### src/chronos_pkg.sv
package chronos_pkg;

   // Queue slice geometry
   localparam int LOG_CQ_SLICE_SIZE = 4;

   // Engine reset length after an abort, in cycles
   localparam int ABORT_RST_CYCLES = 6;

   typedef logic [31:0] ts_t;
   typedef logic [15:0] locale_t;
   typedef logic [3:0]  ttype_t;
   typedef logic [31:0] args_t;

   typedef struct packed {
      ts_t     ts;
      locale_t locale;
      ttype_t  ttype;
      args_t   args;
   } task_t;

   typedef logic [LOG_CQ_SLICE_SIZE-1:0] cq_slot_t;
   typedef logic [3:0] thread_id_t;
   typedef logic [3:0] child_id_t;
   typedef logic [3:0] undo_id_t;

   typedef logic [7:0]  mem_addr_t;
   typedef logic [31:0] mem_data_t;

   // Old contents of a word, logged before it is overwritten
   typedef struct packed {
      mem_addr_t addr;
      mem_data_t data;
   } undo_rec_t;

   typedef struct packed {
      logic      we;
      mem_addr_t addr;
      mem_data_t wdata;
   } mem_req_t;

   typedef enum logic [2:0] {
      NEXT_TASK, INFORM_CQ,
      START_CORE, WAIT_CORE,
      ABORT_TASK, FINISH_TASK,
      WAIT_BVALID, WAIT_RVALID
   } core_state_t;

   typedef logic [7:0]  reg_addr_t;
   typedef logic [31:0] reg_data_t;

   localparam reg_addr_t CORE_START      = 8'h00;
   localparam reg_addr_t CORE_N_DEQUEUES = 8'h04;
   localparam reg_addr_t CORE_NUM_ENQ    = 8'h08;
   localparam reg_addr_t CORE_NUM_DEQ    = 8'h0c;
   localparam reg_addr_t CORE_TS         = 8'h10;
   localparam reg_addr_t CORE_LOCALE     = 8'h14;
   localparam reg_addr_t CORE_STATE      = 8'h18;

endpackage
### src/core_regs.sv
`timescale 1ns/10ps

module core_regs import chronos_pkg::*; (
   input  logic        clk,
   input  logic        rstn,
   input  logic        reg_wvalid,
   input  reg_addr_t   reg_waddr,
   input  reg_data_t   reg_wdata,
   input  logic        reg_arvalid,
   input  reg_addr_t   reg_araddr,
   output logic        reg_rvalid,
   output reg_data_t   reg_rdata,
   input  logic        deq_fire,
   input  logic        enq_fire,
   input  task_t       cur_task,
   input  core_state_t core_state,
   output logic        start_en,
   output logic        budget_ok
);

   reg_data_t budget;
   reg_data_t num_enq;
   reg_data_t num_deq;

   assign budget_ok = (budget != '0);

   always_ff @(posedge clk) begin
      if (!rstn) begin
         start_en <= 1'b0;
         budget   <= '1;
         num_enq  <= '0;
         num_deq  <= '0;
      end else begin
         if (reg_wvalid && (reg_waddr == CORE_START)) begin
            start_en <= reg_wdata[0];
         end
         if (reg_wvalid && (reg_waddr == CORE_N_DEQUEUES)) begin
            budget <= reg_wdata;
         end else if (deq_fire) begin
            budget <= budget - 32'd1;
         end
         num_enq <= num_enq + 32'(enq_fire);
         num_deq <= num_deq + 32'(deq_fire);
      end
   end

   always_ff @(posedge clk) begin
      if (!rstn) begin
         reg_rvalid <= 1'b0;
      end else begin
         reg_rvalid <= reg_arvalid;
      end
   end

   always_ff @(posedge clk) begin
      if (reg_arvalid) begin
         case (reg_araddr)
            CORE_START:      reg_rdata <= 32'(start_en);
            CORE_N_DEQUEUES: reg_rdata <= budget;
            CORE_NUM_ENQ:    reg_rdata <= num_enq;
            CORE_NUM_DEQ:    reg_rdata <= num_deq;
            CORE_TS:         reg_rdata <= cur_task.ts;
            CORE_LOCALE:     reg_rdata <= 32'(cur_task.locale);
            CORE_STATE:      reg_rdata <= 32'(core_state);
            default:         reg_rdata <= '0;
         endcase
      end
   end

   a_deq_in_budget: assert property (@(posedge clk) disable iff (!rstn)
      deq_fire |-> budget_ok && start_en);

endmodule

### config.mk
export PLATFORM = sky130hd
export DESIGN_NAME = core_regs
export DESIGN_NICKNAME = d
export VERILOG_FILES = /design/src/chronos_pkg.sv /design/src/core_regs.sv
export SDC_FILE = /design/constraint.sdc
export NUM_CORES = 1
export LEC_CHECK = 0
export BUFFER_PORTS_ARGS = -buffer_cell sky130_fd_sc_hd__buf_2
export CAP_MARGIN = 20
export CORE_MARGIN = 2
export CORE_UTILIZATION = 58
export DETAILED_ROUTE_END_ITERATION = 8
export PLACE_DENSITY = 0.83
export RECOVER_POWER = 50
export SYNTH_ARGS = -nofsm -noshare
export SYNTH_HDL_FRONTEND = slang
export SYNTH_SLANG_ARGS = --single-unit
### constraint.sdc
create_clock -name clk -period 3.23 [get_ports clk]
set_input_delay 0.323 -clock clk [delete_from_list [all_inputs] [get_ports clk]]
set_output_delay 0.323 -clock clk [all_outputs]
set_load 0.1 [all_outputs]
==> summary.txt <==
Die
  • Die width: 112.7 um
  • Die footprint: 12690 um^2
  • Total core area: 11470 um^2
  • I/O pin count: 176
  • Die Y: 112.7 um
  • Rows: 39
  • Starting Density: 59.71%

Setup path
  • Worst EP arrival: 3.05 ns
  • R2R Setup Slk: 1.04 ns
  • CP max FO: 56
  • Critical Path End Type: register
  • R2R cell count: 5
  • Crit Path Category: input pin to register
  • CP Launch Point: rstn
  • RR Endpoint: budget[23]$_SDFFE_PN1P_
  • Worst path required time: 3.55 ns
  • Startpoint Class: input pin
  • Reg2reg start: budget[5]$_SDFFE_PN1P_

Timing
  • Hold Vio Cnt, Final: 0
  • Fmax: 365.2 MHz
  • Final Cycle Share: 84.77%
  • Setup ws final: 0.4920 ns
  • Max-Slew Margin vs Limit: -29.39%
  • Post-Route Skew: 0.007571 ns
  • Final Slew Violations: 73
  • Post-Route Setup TNS: 0 ns
  • Tmin final: 2.738 ns
  • WHS: 0.1181 ns
  • Setup violations, final: 0
  • RSZ-0062 raised after global routing: false
  • Worst Max-Slew Pin Slew: 1.941 ns

Clocking
  • Cts bufs inserted: 17
  • Quantity of gates resized following cts: 0
  • CTS Buffer Depth: 2
  • Root Buffer: clkbuf_16
  • Clk pin slew, worst setup/hold paths: 0.06 ns
  • CTS tree: built
  • H-Tree Depth: 4
  • Skew-Pair Late Insertion Delay: 0.42 ns
  • Clock sink total: 130
  • Post-CTS setup repair buffer count: 0
  • Hold buffer count at CTS: 0

Power and ir drop
  • Cell Pwr Density: 513.0 nW/um^2
  • Leakage: 2.935 nW
  • Peak supply drop: 0.7775 mV

Yosys
  • Async S/R FF share, synth: 0%
  • Largest family of logic cells by synthesized area: simple AND/OR/NAND/NOR gates
  • YS warnings: 0
  • Synth Register Bits: 130
  • XOR/XNOR Fraction of Synth Area: 8.571%
  • Mux contribution to synthesized area: 3.600%
  • Mapped Avg Cell Area: 8.689 um^2
  • Register area share after synthesis: 42.69%
  • Synth Cell Area: 6847 um^2
  • Post-synth EDFFs: 32
  • Compound-Gate Fraction of Synth Area: 13.72%
  • Top_reg_cell synth: dfxtp_1
  • Simple-Gate Fraction of Synth Area: 26.48%
  • Syn Nets: 934
  • Adder-Cell Fraction of Synth Area: 0.9137%
  • Syn Inst Count: 788
  • Post-synth cell types: 60

Hold path
  • Worst Hold Class: input pin to register
  • Hold Path Origin: reg_wdata[1]
  • WHS Path Cells: 3
  • Sink of the worst hold path: budget[1]$_SDFFE_PN1P_

Run
  • Max Cap Violations: 2

Detailed routing
  • DR WL/cell: 17.63 um
  • Vias/cell: 6.112
  • Antenna Violating Nets Remaining: 0
  • Starting DRC count in detailed routing: 601
  • Residual DRC: 0
  • First-pass DRT Iterations: 5
  • DR vias: 6522
  • WL final: 18810 um

Layout
  • Area grow syn2layout: 20.30%
  • Most common cell after layout, fill and taps aside: buf_2
  • Share of cells above drive strength 1: 19.26%
  • Cell Count, Final, Fillers Out: 1067
  • Commonest cells after routing, fill and taps aside: 103 x buf_2, 98 x dfxtp_1, 97 x nor2_1
  • Ant. Diodes: 0
  • NumNets Final: 1057

Global routing
  • First-pass GRT wire length: 29950 um
  • Tot GR Track Use: 29.75%
  • Grt ovf: 0
  • Vias in the first global route: 5970
  • Initial antenna violation count: 0
  • Largest net degree at the start of global routing: 57

Place
  • Dpl cells: 1035
  • Final HPWL DP: 12870 um
  • RePlAce Congestion: 0.8710
  • Setup WS pre-CTS: 0.9553 ns
  • Port buffer count: 139

Status
  • Failing checks: max-capacitance violations, max-slew violations
  • Status: finished with violations
## power by group
group          internal, mW  switching (mW)
Clock                  1.46           0.739
Combinational        0.0843           0.232
Sequential             1.69          0.0139
Total                  3.24           0.985
## cell usage after synthesis, types with 3 or more instances
library cell	n	area share, %
and3_1	5	0.46
xnor2_1	43	5.5
nor2_1	97	5.3
nand3_1	43	3.1
nand4_1	27	2.5
or3_1	14	1.3
dfxtp_1	98	29
a31o_2	3	0.38
o211ai_1	3	0.33
nor4_1	24	2.2
edfxtp_1	32	14
a221o_1	8	1.2
mux2i_1	10	1.5
nand2_1	65	3.6
ha_1	5	0.91
o21ai_0	52	3.8
buf_1	4	0.22
a31oi_1	3	0.27
and4_1	9	1.2
nor2b_1	4	0.37
nor3b_1	3	0.33
nor4b_1	3	0.38
o221ai_1	7	0.90
mux2_2	13	2.1
nor3_1	29	2.1
and2_1	10	0.91
a21oi_1	24	1.8
buf_4	3	0.33
inv_1	15	0.82
clkbuf_1	36	2.0
a22oi_1	33	3.6
xor2_1	24	3.1
## how the worst max path moves through the flow
stage | end | slack [ns] | cells past startpoint
final | num_enq[27]$_SDFF_PN0_ | 0.49 | 4
after global routing | num_enq[27]$_SDFF_PN0_ | 0.20 | 4
after CTS | budget_ok | 0.50 | 4
after detailed placement | reg_rdata[2]$_DFFE_PP_ | 0.96 | 7
after global placement | budget_ok | 0.96 | 4
after floorplan | budget_ok | 0.59 | 3
## per-stage QoR
stage               area [um^2]  total power [mW]  util (%)
finish                     8237             4.225     71.83
global route               8237             4.329     71.83
CTS                        8288             4.233     72.28
detailed placement         7614             2.056     66.39
global placement           7614             2.055     66.39
floorplan                  6847             1.943         -
## per-layer routing
layer	vias to the layer above	wire [um]	GRT usage (%)
met1	3059	8000	40.75
met5	-	0	0
met2	309	9042	46.87
met3	34	1388	7.019
li1	3120	-	-
met4	0	378	9.512
## critical path, stage by stage
cell and delay, ns:
clkbuf_1 1.15, inv_2 0.41, clkbuf_2 0.75, a21oi_1 0.39
## layout make-up
cell class | instances | area (um^2)
clock buffer | 18 | 439.2
fill | 880 | 3231
clock inverter | 14 | 235.2
inverter | 16 | 60.06
tap | 143 | 178.9
sequential | 130 | 2923
timing repair buffer | 152 | 742.0
multi-input combinational | 594 | 3659
## cells by family after synthesis
family / Yosys count
buffers and inverters: 64
flip-flops: 130
adder cells (fa/ha/maj): 5
AND/OR/NAND/NOR: 353
XOR/XNOR: 67
AO/OA/AOI/OAI: 146
multiplexers: 23
## registers in the layout (all words and copies together) (netlist names)
| signal | cells |
|---|---|
| num_deq | 32 |
| budget | 32 |
| start_en | 1 |
| reg_rvalid | 1 |
| reg_rdata | 32 |
| num_enq | 32 |
Note: power is estimated with default switching activity, not from simulation.
