==> src/chronos_pkg.sv <==
package chronos_pkg;

   // Queue slice geometry
   localparam int LOG_CQ_SLICE_SIZE = 4;

   // Engine reset length after an abort, in cycles
   localparam int ABORT_RST_CYCLES = 6;

   typedef logic [31:0] ts_t;
   typedef logic [15:0] locale_t;
   typedef logic [3:0]  ttype_t;
   typedef logic [31:0] args_t;

   typedef struct packed {
      ts_t     ts;
      locale_t locale;
      ttype_t  ttype;
      args_t   args;
   } task_t;

   typedef logic [LOG_CQ_SLICE_SIZE-1:0] cq_slot_t;
   typedef logic [3:0] thread_id_t;
   typedef logic [3:0] child_id_t;
   typedef logic [3:0] undo_id_t;

   typedef logic [7:0]  mem_addr_t;
   typedef logic [31:0] mem_data_t;

   // Old contents of a word, logged before it is overwritten
   typedef struct packed {
      mem_addr_t addr;
      mem_data_t data;
   } undo_rec_t;

   typedef struct packed {
      logic      we;
      mem_addr_t addr;
      mem_data_t wdata;
   } mem_req_t;

   typedef enum logic [2:0] {
      NEXT_TASK, INFORM_CQ,
      START_CORE, WAIT_CORE,
      ABORT_TASK, FINISH_TASK,
      WAIT_BVALID, WAIT_RVALID
   } core_state_t;

   typedef logic [7:0]  reg_addr_t;
   typedef logic [31:0] reg_data_t;

   localparam reg_addr_t CORE_START      = 8'h00;
   localparam reg_addr_t CORE_N_DEQUEUES = 8'h04;
   localparam reg_addr_t CORE_NUM_ENQ    = 8'h08;
   localparam reg_addr_t CORE_NUM_DEQ    = 8'h0c;
   localparam reg_addr_t CORE_TS         = 8'h10;
   localparam reg_addr_t CORE_LOCALE     = 8'h14;
   localparam reg_addr_t CORE_STATE      = 8'h18;

endpackage
==> src/app_engine.sv <==
`timescale 1ns/10ps

module app_engine import chronos_pkg::*; (
   input  logic      clk,
   input  logic      ap_rstn,
   input  logic      ap_start,
   input  task_t     ap_task,
   output logic      ap_done,
   output logic      ap_idle,
   output logic      child_valid,
   input  logic      child_ready,
   output task_t     child_task,
   output logic      undo_valid,
   input  logic      undo_ready,
   output undo_rec_t undo_rec,
   output logic      mem_req_valid,
   output mem_req_t  mem_req,
   input  logic      mem_rvalid,
   input  mem_data_t mem_rdata,
   input  logic      mem_bvalid
);

   typedef enum logic [2:0] {
      E_IDLE, E_READ, E_RWAIT, E_UNDO,
      E_WRITE, E_BWAIT, E_CHILD, E_DONE
   } eng_state_t;

   eng_state_t state;
   task_t      job;
   mem_data_t  old_data;
   mem_addr_t  addr;
   logic       has_child;

   assign addr      = job.locale[7:0];
   assign has_child = (job.args[3:0] != 4'd0);

   always_ff @(posedge clk) begin
      if (!ap_rstn) begin
         state <= E_IDLE;
      end else begin
         case (state)
            E_IDLE:  if (ap_start) state <= E_READ;
            E_READ:  state <= E_RWAIT;
            E_RWAIT: if (mem_rvalid) state <= E_UNDO;
            // Undo record must be accepted before the word is overwritten
            E_UNDO:  if (undo_ready) state <= E_WRITE;
            E_WRITE: state <= E_BWAIT;
            E_BWAIT: if (mem_bvalid) state <= has_child ? E_CHILD : E_DONE;
            E_CHILD: if (child_ready) state <= E_DONE;
            default: state <= E_IDLE;
         endcase
      end
   end

   always_ff @(posedge clk) begin
      if (ap_start && (state == E_IDLE)) begin
         job <= ap_task;
      end
      if (mem_rvalid && (state == E_RWAIT)) begin
         old_data <= mem_rdata;
      end
   end

   assign ap_idle = (state == E_IDLE);
   assign ap_done = (state == E_DONE);

   assign mem_req_valid = (state == E_READ) | (state == E_WRITE);
   assign mem_req.we    = (state == E_WRITE);
   assign mem_req.addr  = addr;
   assign mem_req.wdata = old_data + mem_data_t'(job.args[31:16]);

   assign undo_valid    = (state == E_UNDO);
   assign undo_rec.addr = addr;
   assign undo_rec.data = old_data;

   // Child works on the next locale with one less step to go
   assign child_valid       = (state == E_CHILD);
   assign child_task.ts     = job.ts + 32'd1;
   assign child_task.locale = job.locale + 16'd1;
   assign child_task.ttype  = job.ttype;
   assign child_task.args   = {job.args[31:4], job.args[3:0] - 4'd1};

endmodule

==> config.mk <==
export PLATFORM = sky130hd
export DESIGN_NAME = app_engine
export DESIGN_NICKNAME = d
export VERILOG_FILES = /design/src/chronos_pkg.sv /design/src/app_engine.sv
export SDC_FILE = /design/constraint.sdc
export NUM_CORES = 1
export LEC_CHECK = 0
export ABC_AREA = 0
export BUFFER_PORTS_ARGS = -buffer_cell sky130_fd_sc_hd__buf_2
export CORE_MARGIN = 5
export CORE_UTILIZATION = 42
export DETAILED_ROUTE_END_ITERATION = 16
export PLACE_DENSITY = 0.84
export SLEW_MARGIN = 20
export SYNTH_ARGS = -nofsm -noshare
export SYNTH_HDL_FRONTEND = slang
export SYNTH_SLANG_ARGS = --single-unit
==> constraint.sdc <==
create_clock -name clk -period 3.05 [get_ports clk]
set_input_delay 0 -clock clk [delete_from_list [all_inputs] [get_ports clk]]
set_output_delay 0 -clock clk [all_outputs]
set_load 0.05 [all_outputs]
==> results by group <==
STA
  • Slew @ Worst Pin: 529 ps
  • Final Hold Fails: 0
  • Slew Viols, Final: 0
  • # setup viols final: 0
  • Final hold slack: 35.6 ps
  • Fin crit share: 96.0%
  • Max transition margin: 64.7%
  • Fmax: 0.342 GHz
  • Final worst clock skew: 6.85 ps
  • Min Tclk post-route: 2930 ps

Placed design
  • Dpl hpwl: 12500 um
  • Routability Congestion: 0.836
  • Placed cells: 906
  • Buffers on Ports: 292
  • Area post-placement: 7410 sq um

Floorplan
  • Core Rows: 43
  • Die H: 130 um
  • Core Area: 14000 sq um
  • Initial Util: 43.3%
  • Die width: 130 um
  • IO Count: 293
  • Die area: 16900 sq um

Worst setup path
  • Critical path class: reg -> out
  • Reg2reg start: state[2]
  • Crit path launch: child_task[16]
  • Crit path DAT: 2930 ps
  • CP required: 3050 ps
  • CP Cell Sequence: ha_2 > fa_1 > a21o_1 > a31o_2 > a32o_1 > o2bb2ai_4 > nand4_1 > xnor2_1 > buf_2
  • Setup crit end kind: output pin
  • Crit path max fanout: 7
  • Crit-path max cell delay: 400 ps
  • CP max-delay cell: fa_1
  • Worst Setup Start Kind: flip-flop
  • Critical path's top delay family: compound AO/OA/AOI/OAI gates
  • CP bufs+invs: 1

GRT
  • Antenna violations before repair: 1
  • Largest net degree at the start of global routing: 38
  • Vias in the first global route: 5401
  • GRT Total Usage: 21.1%
  • GR Overflow Total: 0
  • First-pass GRT wire length: 27700 um

Drt
  • Pre-antenna DRT Iters: 5
  • DRC: 0
  • Via density: 4.98
  • Post-route ant nets: 0
  • Total Wirelength: 18300 um
  • Starting DRT DRC Count: 336
  • Mean routed wirelength per cell: 17.4 um
  • Via count: 5259

Power and ir drop
  • Peak supply drop: 0.426 mV
  • Sw Pwr: 2.70 mW
  • Int Power: 3.83 mW
  • Sw Share: 41.4%
  • Final Total Pwr: 6.54 mW
  • Comb power frac: 38.7%
  • Clk pwr share: 26.9%
  • Leak pwr: 3.90 nW
  • Pwr/cell area: 713 nW/um^2
  • Seq pwr share: 34.5%

Final layout
  • Fillers: 1028
  • Syn-to-layout area delta: 51.4%
  • Storage cell area: 3540 sq um
  • Nets: 1009
  • Post-route design area: 9170 sq um
  • Final Util: 65.6%
  • Fraction of layout cells with a size suffix above 1: 38.2%
  • Multi-input logic area: 2130 sq um
  • # diodes: 0
  • Cell Count, Final, Fillers Out: 1055

Hold path
  • Hold path startpoint: mem_bvalid
  • Worst hold path class: in -> reg

Logic synthesis
  • Seq/Total Area, Yosys: 58.5%
  • Adder-cell share of the synthesized area: 4.46%
  • Post-Synth Simple-Gate Area: 12.4%
  • Post-synth net total: 631
  • Synthesized flop and latch total: 119
  • Yosys top cell by area: edfxtp_1
  • Mapped cell area: 6060 sq um
  • Yosys warnings: 0
  • Distinct cells, synth: 48
  • Post-synth EDFFs: 116
  • Post-synthesis mux area share: 0.165%
  • Post-synthesis compound-gate area fraction: 6.57%
  • Largest family of logic cells by synthesized area: simple AND/OR/NAND/NOR gates
  • Top cells by count, synth: edfxtp_1 (116), xnor2_1 (53), buf_4 (48)
  • Yosys top cell area share: 57.5%
  • Avg Cell Area, Syn: 12.4 sq um
  • Synth top area cells: edfxtp_1 (57%), xnor2_1 (7.7%), buf_4 (5.9%)
  • Async S/R FF share, synth: 0%
  • Most frequent cell after synthesis: edfxtp_1
  • Post-Synth XOR/XNOR Area: 10.8%
  • Syn Inst Count: 487
  • Top_reg_cell synth: edfxtp_1

Clock tree
  • Worst-path clk slew: 50 ps
  • Cts bufs inserted: 17
  • CTS sink cnt: 119
  • Longest Clk Path Bufs: 2
  • Worst skew pair latency: 410 ps
  • Root Driver: clkbuf_16
  • CTS tree: built
  • H-Tree Depth: 4

Status
  • Status: finished, final reports clean

Flow run
  • Max-Cap Viols: 0
-- placed cells by master, fill, tap and decap left out, types with 4 or more instances in the layout --
cell,instances
buf_2,286
dlygate4sd3_1,120
edfxtp_1,116
xnor2_1,53
nand2_1,42
nor2_1,26
nand3_1,23
xor2_1,22
ha_1,19
a21oi_1,17
clkbuf_16,17
and3_1,15
nand4_1,14
inv_1,11
o21ai_0,10
buf_4,6
and2_1,4
clkinv_1,4
clkinvlp_4,4
-- sequential cells by signal, indices dropped and copies added (netlist names) --
signal	flops
job	44
child_task	32
old_data	32
mem_req	8
state	3
-- timing repair --
item / 4_1_cts / 5_1_grt
endpoints found under the setup margin: 2 / 11
gates cloned: 0 / 0
endpoints found under the hold margin: 119 / 0
pin swaps: 0 / 1
resized for setup: 2 / 13
hold buffers: 120 / 0
buffers inserted: 0 / 0
-- kinds of logic after synthesis --
logic type,after synthesis
flip-flops,119
AO/OA/AOI/OAI,58
AND/OR/NAND/NOR,146
multiplexers,1
XOR/XNOR,75
adder cells (fa/ha/maj),21
buffers and inverters,67
-- tightest hold or removal path, stage by stage --
cell and delay [ps]:
buf_2 90, a21oi_1 50, nand2_1 60, o211ai_1 80, o211a_1 120
-- through the flow --
stage | TNS (ps) | setup slack [ps]
5_1_grt | -97.2 | -34.8
2_1_floorplan | 0 | 93.4
3_3_place_gp | 0 | 412
6_report | 0 | 122
4_1_cts | 0 | 7.64
3_5_place_dp | 0 | 432
-- metal layers --
metal	vias up	track usage, %	share of wire [%]
li1	2487	-	-
met1	2460	23.2	35
met2	273	38.4	54
met3	37	5.77	9.2
met4	2	8.37	2.2
met5	-	0	0.071
-- path summary, 6_finish.rpt --
kind / depth (start not counted) / slack, ps / endpoint
max: 9 / 120 / mem_req[24]
min: 5 / 40 / state[0]
max reg2reg: 3 / 1130 / child_task[22]
min reg2reg: 2 / 770 / state[0]
-- power groups by stage --
stage	Sequential, mW	Clock [mW]	Combinational [mW]
after floorplan	2.34	0	1.82
after global placement	2.26	0	2.35
after detailed placement	2.27	0	2.36
after CTS	2.24	1.78	2.50
after global routing	2.28	1.87	2.65
final	2.25	1.76	2.53
-- layout make-up --
type | count | area share (%)
Sequential cell | 119 | 38.6
Timing Repair Buffer | 415 | 29.6
Multi-Input combinational cell | 301 | 23.3
Clock buffer | 17 | 4.64
Tap cell | 180 | 2.46
Clock inverter | 12 | 0.982
Inverter | 11 | 0.450
No activity file was read; power rests on OpenSTA's default activity.
