`config.mk`:
```
export PLATFORM = sky130hd
export DESIGN_NAME = task_core
export DESIGN_NICKNAME = d
export VERILOG_FILES = /design/src/chronos_pkg.sv /design/src/task_core.sv
export SDC_FILE = /design/constraint.sdc
export NUM_CORES = 1
export LEC_CHECK = 0
export BUFFER_PORTS_ARGS = -buffer_cell sky130_fd_sc_hd__buf_2
export CAP_MARGIN = 20
export CORE_AREA = 2 2 213 215
export CTS_CLUSTER_DIAMETER = 50
export DETAILED_ROUTE_END_ITERATION = 16
export DIE_AREA = 0 0 215 217
export PLACE_DENSITY = 0.53
export SYNTH_ARGS = -nofsm -noshare
export SYNTH_HDL_FRONTEND = slang
export SYNTH_SLANG_ARGS = --single-unit
```
`constraint.sdc`:
```
create_clock -name clk -period 8.2 [get_ports clk]
set_input_delay 0.41 -clock clk [delete_from_list [all_inputs] [get_ports clk]]
set_output_delay 0.41 -clock clk [all_outputs]
set_load 0.01 [all_outputs]
```
`src/chronos_pkg.sv`:
```
package chronos_pkg;

   // Queue slice geometry
   localparam int LOG_CQ_SLICE_SIZE = 4;

   // Engine reset length after an abort, in cycles
   localparam int ABORT_RST_CYCLES = 6;

   typedef logic [31:0] ts_t;
   typedef logic [15:0] locale_t;
   typedef logic [3:0]  ttype_t;
   typedef logic [31:0] args_t;

   typedef struct packed {
      ts_t     ts;
      locale_t locale;
      ttype_t  ttype;
      args_t   args;
   } task_t;

   typedef logic [LOG_CQ_SLICE_SIZE-1:0] cq_slot_t;
   typedef logic [3:0] thread_id_t;
   typedef logic [3:0] child_id_t;
   typedef logic [3:0] undo_id_t;

   typedef logic [7:0]  mem_addr_t;
   typedef logic [31:0] mem_data_t;

   // Old contents of a word, logged before it is overwritten
   typedef struct packed {
      mem_addr_t addr;
      mem_data_t data;
   } undo_rec_t;

   typedef struct packed {
      logic      we;
      mem_addr_t addr;
      mem_data_t wdata;
   } mem_req_t;

   typedef enum logic [2:0] {
      NEXT_TASK, INFORM_CQ,
      START_CORE, WAIT_CORE,
      ABORT_TASK, FINISH_TASK,
      WAIT_BVALID, WAIT_RVALID
   } core_state_t;

   typedef logic [7:0]  reg_addr_t;
   typedef logic [31:0] reg_data_t;

   localparam reg_addr_t CORE_START      = 8'h00;
   localparam reg_addr_t CORE_N_DEQUEUES = 8'h04;
   localparam reg_addr_t CORE_NUM_ENQ    = 8'h08;
   localparam reg_addr_t CORE_NUM_DEQ    = 8'h0c;
   localparam reg_addr_t CORE_TS         = 8'h10;
   localparam reg_addr_t CORE_LOCALE     = 8'h14;
   localparam reg_addr_t CORE_STATE      = 8'h18;

endpackage
```
`src/task_core.sv`:
```
`timescale 1ns/10ps

module task_core import chronos_pkg::*; (
   input  logic        clk,
   input  logic        rstn,
   output logic        task_arvalid,
   input  logic        task_rvalid,
   input  task_t       task_rdata,
   input  cq_slot_t    task_rslot,
   input  thread_id_t  task_rthread,
   output logic        start_task_valid,
   input  logic        start_task_ready,
   output cq_slot_t    start_task_slot,
   output logic        task_wvalid,
   input  logic        task_wready,
   output task_t       task_wdata,
   output cq_slot_t    task_cq_slot,
   output child_id_t   task_child_id,
   output logic        task_enq_untied,
   output logic        finish_task_valid,
   input  logic        finish_task_ready,
   output cq_slot_t    finish_task_slot,
   output thread_id_t  finish_task_thread,
   output child_id_t   finish_task_num_children,
   output logic        finish_task_undo_log_write,
   output logic        undo_log_valid,
   input  logic        undo_log_ready,
   output undo_rec_t   undo_log_rec,
   output undo_id_t    undo_log_id,
   output cq_slot_t    undo_log_slot,
   input  logic [2**LOG_CQ_SLICE_SIZE-1:0] task_aborted,
   input  logic        gvt_slot_valid,
   input  cq_slot_t    gvt_slot,
   input  logic        start_en,
   input  logic        budget_ok,
   output logic        ap_start,
   output task_t       ap_task,
   output logic        ap_rstn,
   input  logic        ap_done,
   input  logic        ap_idle,
   input  logic        child_valid,
   output logic        child_ready,
   input  task_t       child_task,
   input  logic        undo_valid,
   output logic        undo_ready,
   input  undo_rec_t   undo_rec,
   input  logic        mem_req_valid,
   input  mem_req_t    mem_req,
   input  logic        mem_rvalid,
   input  logic        mem_bvalid,
   output logic        mem_gate,
   output core_state_t core_state
);

   core_state_t state, state_next;
   cq_slot_t    cq_slot;
   thread_id_t  thread_id;
   child_id_t   child_id;
   logic        deq_fire, fin_fire;
   logic        abort_hit, abort_q;
   logic [2:0]  abort_cnt;
   logic [2:0]  reads_left, writes_left;

   assign deq_fire = task_arvalid & task_rvalid;
   assign fin_fire = finish_task_valid & finish_task_ready;

   assign task_arvalid      = (state == NEXT_TASK) & start_en & budget_ok & ap_rstn;
   assign start_task_valid  = (state == INFORM_CQ);
   assign finish_task_valid = (state == FINISH_TASK) & !task_wvalid & !undo_log_valid;
   assign ap_start          = (state == START_CORE);
   assign core_state        = state;

   assign start_task_slot  = cq_slot;
   assign finish_task_slot = cq_slot;
   assign task_cq_slot     = cq_slot;
   assign undo_log_slot    = cq_slot;
   assign finish_task_thread       = thread_id;
   assign finish_task_num_children = child_id;
   assign task_child_id            = child_id;

   // Abort only counts while the task is between dequeue and engine done
   assign abort_hit = task_aborted[cq_slot] &
                      ((state == INFORM_CQ) | ((state == WAIT_CORE) & !ap_done));

   // Responses for an aborted or finished task must not reach the engine
   assign mem_gate = abort_q | (state inside {FINISH_TASK, WAIT_BVALID, WAIT_RVALID});

   always_ff @(posedge clk) begin
      if (deq_fire) begin
         cq_slot   <= task_rslot;
         thread_id <= task_rthread;
         ap_task   <= task_rdata;
      end
   end

   always_comb begin
      state_next = state;
      case (state)
         NEXT_TASK: if (deq_fire) state_next = INFORM_CQ;
         INFORM_CQ: begin
            if (start_task_ready) begin
               state_next = (abort_q | abort_hit) ? FINISH_TASK : START_CORE;
            end
         end
         START_CORE: state_next = WAIT_CORE;
         WAIT_CORE: begin
            if (ap_done) begin
               state_next = FINISH_TASK;
            end else if (abort_hit) begin
               state_next = ABORT_TASK;
            end
         end
         ABORT_TASK: begin
            if ((abort_cnt == 3'(ABORT_RST_CYCLES)) & ap_rstn & ap_idle) begin
               state_next = FINISH_TASK;
            end
         end
         FINISH_TASK: begin
            if (fin_fire) begin
               state_next = ((reads_left != '0) | (writes_left != '0)) ? WAIT_BVALID : NEXT_TASK;
            end
         end
         WAIT_BVALID: if (writes_left == '0) state_next = WAIT_RVALID;
         WAIT_RVALID: if (reads_left == '0) state_next = NEXT_TASK;
         default: state_next = NEXT_TASK;
      endcase
   end

   always_ff @(posedge clk) begin
      if (!rstn) begin
         state   <= NEXT_TASK;
         abort_q <= 1'b0;
      end else begin
         state <= state_next;
         if (fin_fire) begin
            abort_q <= 1'b0;
         end else if (abort_hit) begin
            abort_q <= 1'b1;
         end
      end
   end

   // Engine reset is held low for ABORT_RST_CYCLES after entering ABORT_TASK
   always_ff @(posedge clk) begin
      if (!rstn) begin
         abort_cnt <= '0;
         ap_rstn   <= 1'b0;
      end else if (state == ABORT_TASK) begin
         if (abort_cnt != 3'(ABORT_RST_CYCLES)) begin
            abort_cnt <= abort_cnt + 3'd1;
         end
         ap_rstn <= (abort_cnt == 3'(ABORT_RST_CYCLES));
      end else begin
         abort_cnt <= '0;
         ap_rstn   <= 1'b1;
      end
   end

   always_ff @(posedge clk) begin
      if (!rstn) begin
         reads_left  <= '0;
         writes_left <= '0;
      end else begin
         reads_left  <= reads_left + 3'(mem_req_valid & !mem_req.we) - 3'(mem_rvalid);
         writes_left <= writes_left + 3'(mem_req_valid & mem_req.we) - 3'(mem_bvalid);
      end
   end

   // Enqueue buffer, emptied on abort
   assign child_ready = !task_wvalid & (state != ABORT_TASK);

   always_ff @(posedge clk) begin
      if (!rstn) begin
         task_wvalid <= 1'b0;
      end else if (state == ABORT_TASK) begin
         task_wvalid <= 1'b0;
      end else if (child_valid & child_ready) begin
         task_wvalid <= 1'b1;
      end else if (task_wready) begin
         task_wvalid <= 1'b0;
      end
   end

   always_ff @(posedge clk) begin
      if (child_valid & child_ready) begin
         task_wdata      <= child_task;
         task_enq_untied <= gvt_slot_valid & (gvt_slot == cq_slot);
      end
   end

   // Untied children are not reported in the child count
   always_ff @(posedge clk) begin
      if (!rstn) begin
         child_id <= '0;
      end else if (deq_fire) begin
         child_id <= '0;
      end else if (task_wvalid & task_wready & !task_enq_untied) begin
         child_id <= child_id + 4'd1;
      end
   end

   assign undo_ready = !undo_log_valid;

   always_ff @(posedge clk) begin
      if (!rstn) begin
         undo_log_valid <= 1'b0;
      end else if (undo_valid & undo_ready) begin
         undo_log_valid <= 1'b1;
      end else if (undo_log_ready) begin
         undo_log_valid <= 1'b0;
      end
   end

   always_ff @(posedge clk) begin
      if (undo_valid & undo_ready) begin
         undo_log_rec <= undo_rec;
      end
   end

   always_ff @(posedge clk) begin
      if (!rstn) begin
         undo_log_id                <= '0;
         finish_task_undo_log_write <= 1'b0;
      end else begin
         if (fin_fire) begin
            undo_log_id <= '0;
         end else if (undo_log_valid & undo_log_ready) begin
            undo_log_id <= undo_log_id + 4'd1;
         end
         if (deq_fire) begin
            finish_task_undo_log_write <= 1'b0;
         end else if (undo_valid & undo_ready) begin
            finish_task_undo_log_write <= 1'b1;
         end
      end
   end

   // The engine must stay quiet while the finish report waits
   a_fin_hold: assert property (@(posedge clk) disable iff (!rstn)
      finish_task_valid && !finish_task_ready |=> finish_task_valid);

   // A pending enqueue is only ever withdrawn by an abort
   a_enq_hold: assert property (@(posedge clk) disable iff (!rstn)
      task_wvalid && !task_wready && (state != ABORT_TASK)
      |=> task_wvalid && $stable(task_wdata));

endmodule

```
==> results.json <==
{
  "layout-drive-gt1-share_pct": 59.79,
  "cts_resized": 0,
  "netlist_top_cells_area": "edfxtp_1 (80%), dfxtp_1 (6.1%), buf_4 (1.6%)",
  "hold_viol": 0,
  "synth_cell_types": 39,
  "grt_usage_pct": 9.677,
  "netlist_top_cells_count": "edfxtp_1 (217), dfxtp_1 (25), nor2_1 (21), buf_4 (17), nand2_1 (15)",
  "synth.top_cell.area_share_pct": 79.90,
  "initial_core_util_pct": 18.25,
  "cts_root_buf": "clkbuf_16",
  "grt_pass1_wl_um": 33670,
  "drt_iter0_drc": 240,
  "synth-seq-cells": 242,
  "fin_crit_sh_pct": 32.14,
  "die_w_um": 215,
  "regToRegEndpoint": "ap_task[46]$_DFFE_PP_",
  "synth-edff-count": 217,
  "nets": 1240,
  "synthCells": 409,
  "final_area_um2": 12570,
  "slew_viol_final": 0,
  "p_leak_nw": 5.300,
  "max_freq_ghz": 0.3794,
  "core_um2": 44700,
  "synth_ff_type": "edfxtp_1",
  "rr_worst_depth": 4,
  "reg2reg_from": "core_state[1]$_SDFFE_PN0P_",
  "path_delay_family": "simple AND/OR/NAND/NOR gates",
  "route.detailed.wl_per_inst_um": 15.21,
  "avgSynthCellArea_um2": 19.94,
  "post-route-min-period_ns": 2.636,
  "post_cts_buffers": 0,
  "ys_seq_area_share_pct": 86.04,
  "die_y_um": 217,
  "utilization_pct": 28.13,
  "fill_cells": 4620,
  "worstPathMaxFanout": 68,
  "cap_violations": 0,
  "status": "completed",
  "die_area_um2": 46660,
  "grt_max_degree": 79,
  "syn-num-nets": 713,
  "clk_pin_slew_ns": 0.06,
  "hp-start": "child_task[60]",
  "vias_per_cell": 3.633,
  "path_cells": "or3_1, nor2_1, and2_4, buf_4",
  "clk_latency_ns": 0.53,
  "hp-class": "primary input to flop",
  "regToRegSetupSlack_ns": 5.56,
  "h-tree-depth": 2,
  "power.total_mw": 3.491,
  "dr_total_vias": 5668,
  "yosys.area.top_type": "edfxtp_1",
  "ios": 549,
  "drt_first_pass_iters": 4,
  "drtAntennaViolNets": 0,
  "startpoint_type": "flop",
  "arrival_ns": 2.78,
  "port_buffers": 508,
  "grt_remaining_overflow": 0,
  "place.gp.congestion": 0.7794,
  "crit_path_end_kind": "flop",
  "drc": 0,
  "fin_tns_setup_ns": 0,
  "finClkSkew_ns": 0.01069,
  "syn2layout_area_growth_pct": 54.16,
  "hold_buffers": 0,
  "placed_cell_area_um2": 11350,
  "yosysMostFrequentCell": "edfxtp_1",
  "synth_area_um2": 8155,
  "ir_drop_v": 0.0001469,
  "yosysWarnings": 0,
  "setup_viol": 0,
  "max_stage_delay_ns": 0.74,
  "whs_endpoint": "task_wdata[60]$_DFFE_PP_",
  "grt_pass1_vias": 5619,
  "diodes": 0,
  "hold_ws_ns": 0.05489,
  "cp.required_ns": 8.35,
  "cts_buffers": 36,
  "path_depth": 4,
  "drt-total-wl_um": 23730,
  "slew_headroom_pct": 32.01,
  "rsz0062_at_grt": "no",
  "cts_sinks": 242,
  "tritoncts": "yes",
  "cts_buffer_depth": 3,
  "power.density_nw_per_um2": 277.6,
  "synthArstFlopShare_pct": 0,
  "critical_path_class": "flop to flop",
  "tightest_slew_ns": 1.020,
  "hpwl_um": 18370,
  "cpMaxStageDelayCell": "buf_4",
  "rows": 78,
  "grt_antenna_before_repair": 6,
  "crit_buf_inv": 1,
  "hold_path_depth": 1
}
==> metrics by stage <==
| step | setup slack (ns) | cells |
|---|---|---|
| final | 5.564 | 1560 |
| after global routing | 5.342 | 1560 |
| after CTS | 5.525 | 1560 |
| after detailed placement | 5.527 | 1498 |
| after global placement | 5.568 | 1497 |
| after floorplan | 4.535 | 409 |
==> logic make-up (layout without fill, tap and decap cells) <==
| kind of cell | count (synthesis) | in the layout | share of synthesized area (%) |
|---|---|---|---|
| flops | 242 | 242 | 86.04 |
| fa+ha+maj | 10 | 10 | 1.718 |
| buf+inv | 31 | 582 | 2.209 |
| xor+xnor | 15 | 15 | 1.611 |
| compound gates | 23 | 23 | 1.811 |
| simple gates | 75 | 75 | 4.557 |
| mux | 13 | 13 | 2.056 |
==> worst max-delay path by stage <==
stage | end | slack, ns | startpoint
6_report | ap_task[46]$_DFFE_PP_ | 5.56 | core_state[1]$_SDFFE_PN0P_
5_1_grt | ap_task[54]$_DFFE_PP_ | 5.34 | core_state[1]$_SDFFE_PN0P_
4_1_cts | ap_task[46]$_DFFE_PP_ | 5.52 | core_state[1]$_SDFFE_PN0P_
3_5_place_dp | ap_task[51]$_DFFE_PP_ | 5.53 | core_state[1]$_SDFFE_PN0P_
3_3_place_gp | ap_task[54]$_DFFE_PP_ | 5.57 | core_state[1]$_SDFFE_PN0P_
2_1_floorplan | finish_task_num_children[0]$_SDFFE_PP0P_ | 4.54 | core_state[1]$_SDFFE_PN0P_
==> layer usage <==
metal	wire length (um)	GRT usage, %
met1	8592	10.34
met2	11520	16.26
met3	2805	4.696
met4	730	4.276
met5	74	0
==> cells in the final DEF (no fill, tap or decap), types with 2 or more instances in the layout <==
| cell type | count |
|---|---|
| a21oi_1 | 6 |
| a41oi_1 | 2 |
| and2_1 | 7 |
| and2_4 | 2 |
| buf_2 | 508 |
| buf_4 | 2 |
| bufinv_16 | 3 |
| clkbuf_1 | 4 |
| clkbuf_16 | 38 |
| clkinv_1 | 2 |
| clkinv_4 | 2 |
| clkinv_8 | 2 |
| dfxtp_1 | 25 |
| edfxtp_1 | 217 |
| fa_1 | 2 |
| ha_1 | 8 |
| inv_1 | 9 |
| inv_6 | 3 |
| inv_8 | 5 |
| mux2i_1 | 10 |
| mux4_2 | 2 |
| nand2_1 | 15 |
| nand2b_1 | 5 |
| nand3_1 | 6 |
| nand4_1 | 2 |
| nor2_1 | 21 |
| nor2b_1 | 4 |
| nor3_1 | 4 |
| o21ai_0 | 6 |
| or4_1 | 2 |
| xnor2_1 | 7 |
| xor2_1 | 8 |
==> sequential cells by signal, indices dropped and copies added, names as in the netlist <==
register and cells:
ap_task 84, task_wdata 84, undo_log_rec 40, finish_task_num_children 4
finish_task_slot 4, finish_task_thread 4, undo_log_id 4, abort_cnt 3
core_state 3, reads_left 3, writes_left 3, abort_q 1
ap_rstn 1, finish_task_undo_log_write 1, task_enq_untied 1, task_wvalid 1
undo_log_valid 1
==> cell type report <==
class                      instances  area (um2)  share of cell area (%)
tap                              600       750.7                   5.971
sequential                       242        7017                   55.81
timing repair buffer             511        2577                   20.50
clock buffer                      43       979.7                   7.793
multi-input combinational        136       970.9                   7.723
inverter                           9       33.78                  0.2687
clock inverter                    19       242.7                   1.931
==> where the power goes <==
group          total (mW)  internal, mW  switching [mW]
sequential           1.54          1.48          0.0575
clock                1.55         0.967           0.582
combinational       0.407         0.176           0.231
total                3.49          2.62           0.870
Note: power is estimated with default switching activity, not from simulation.
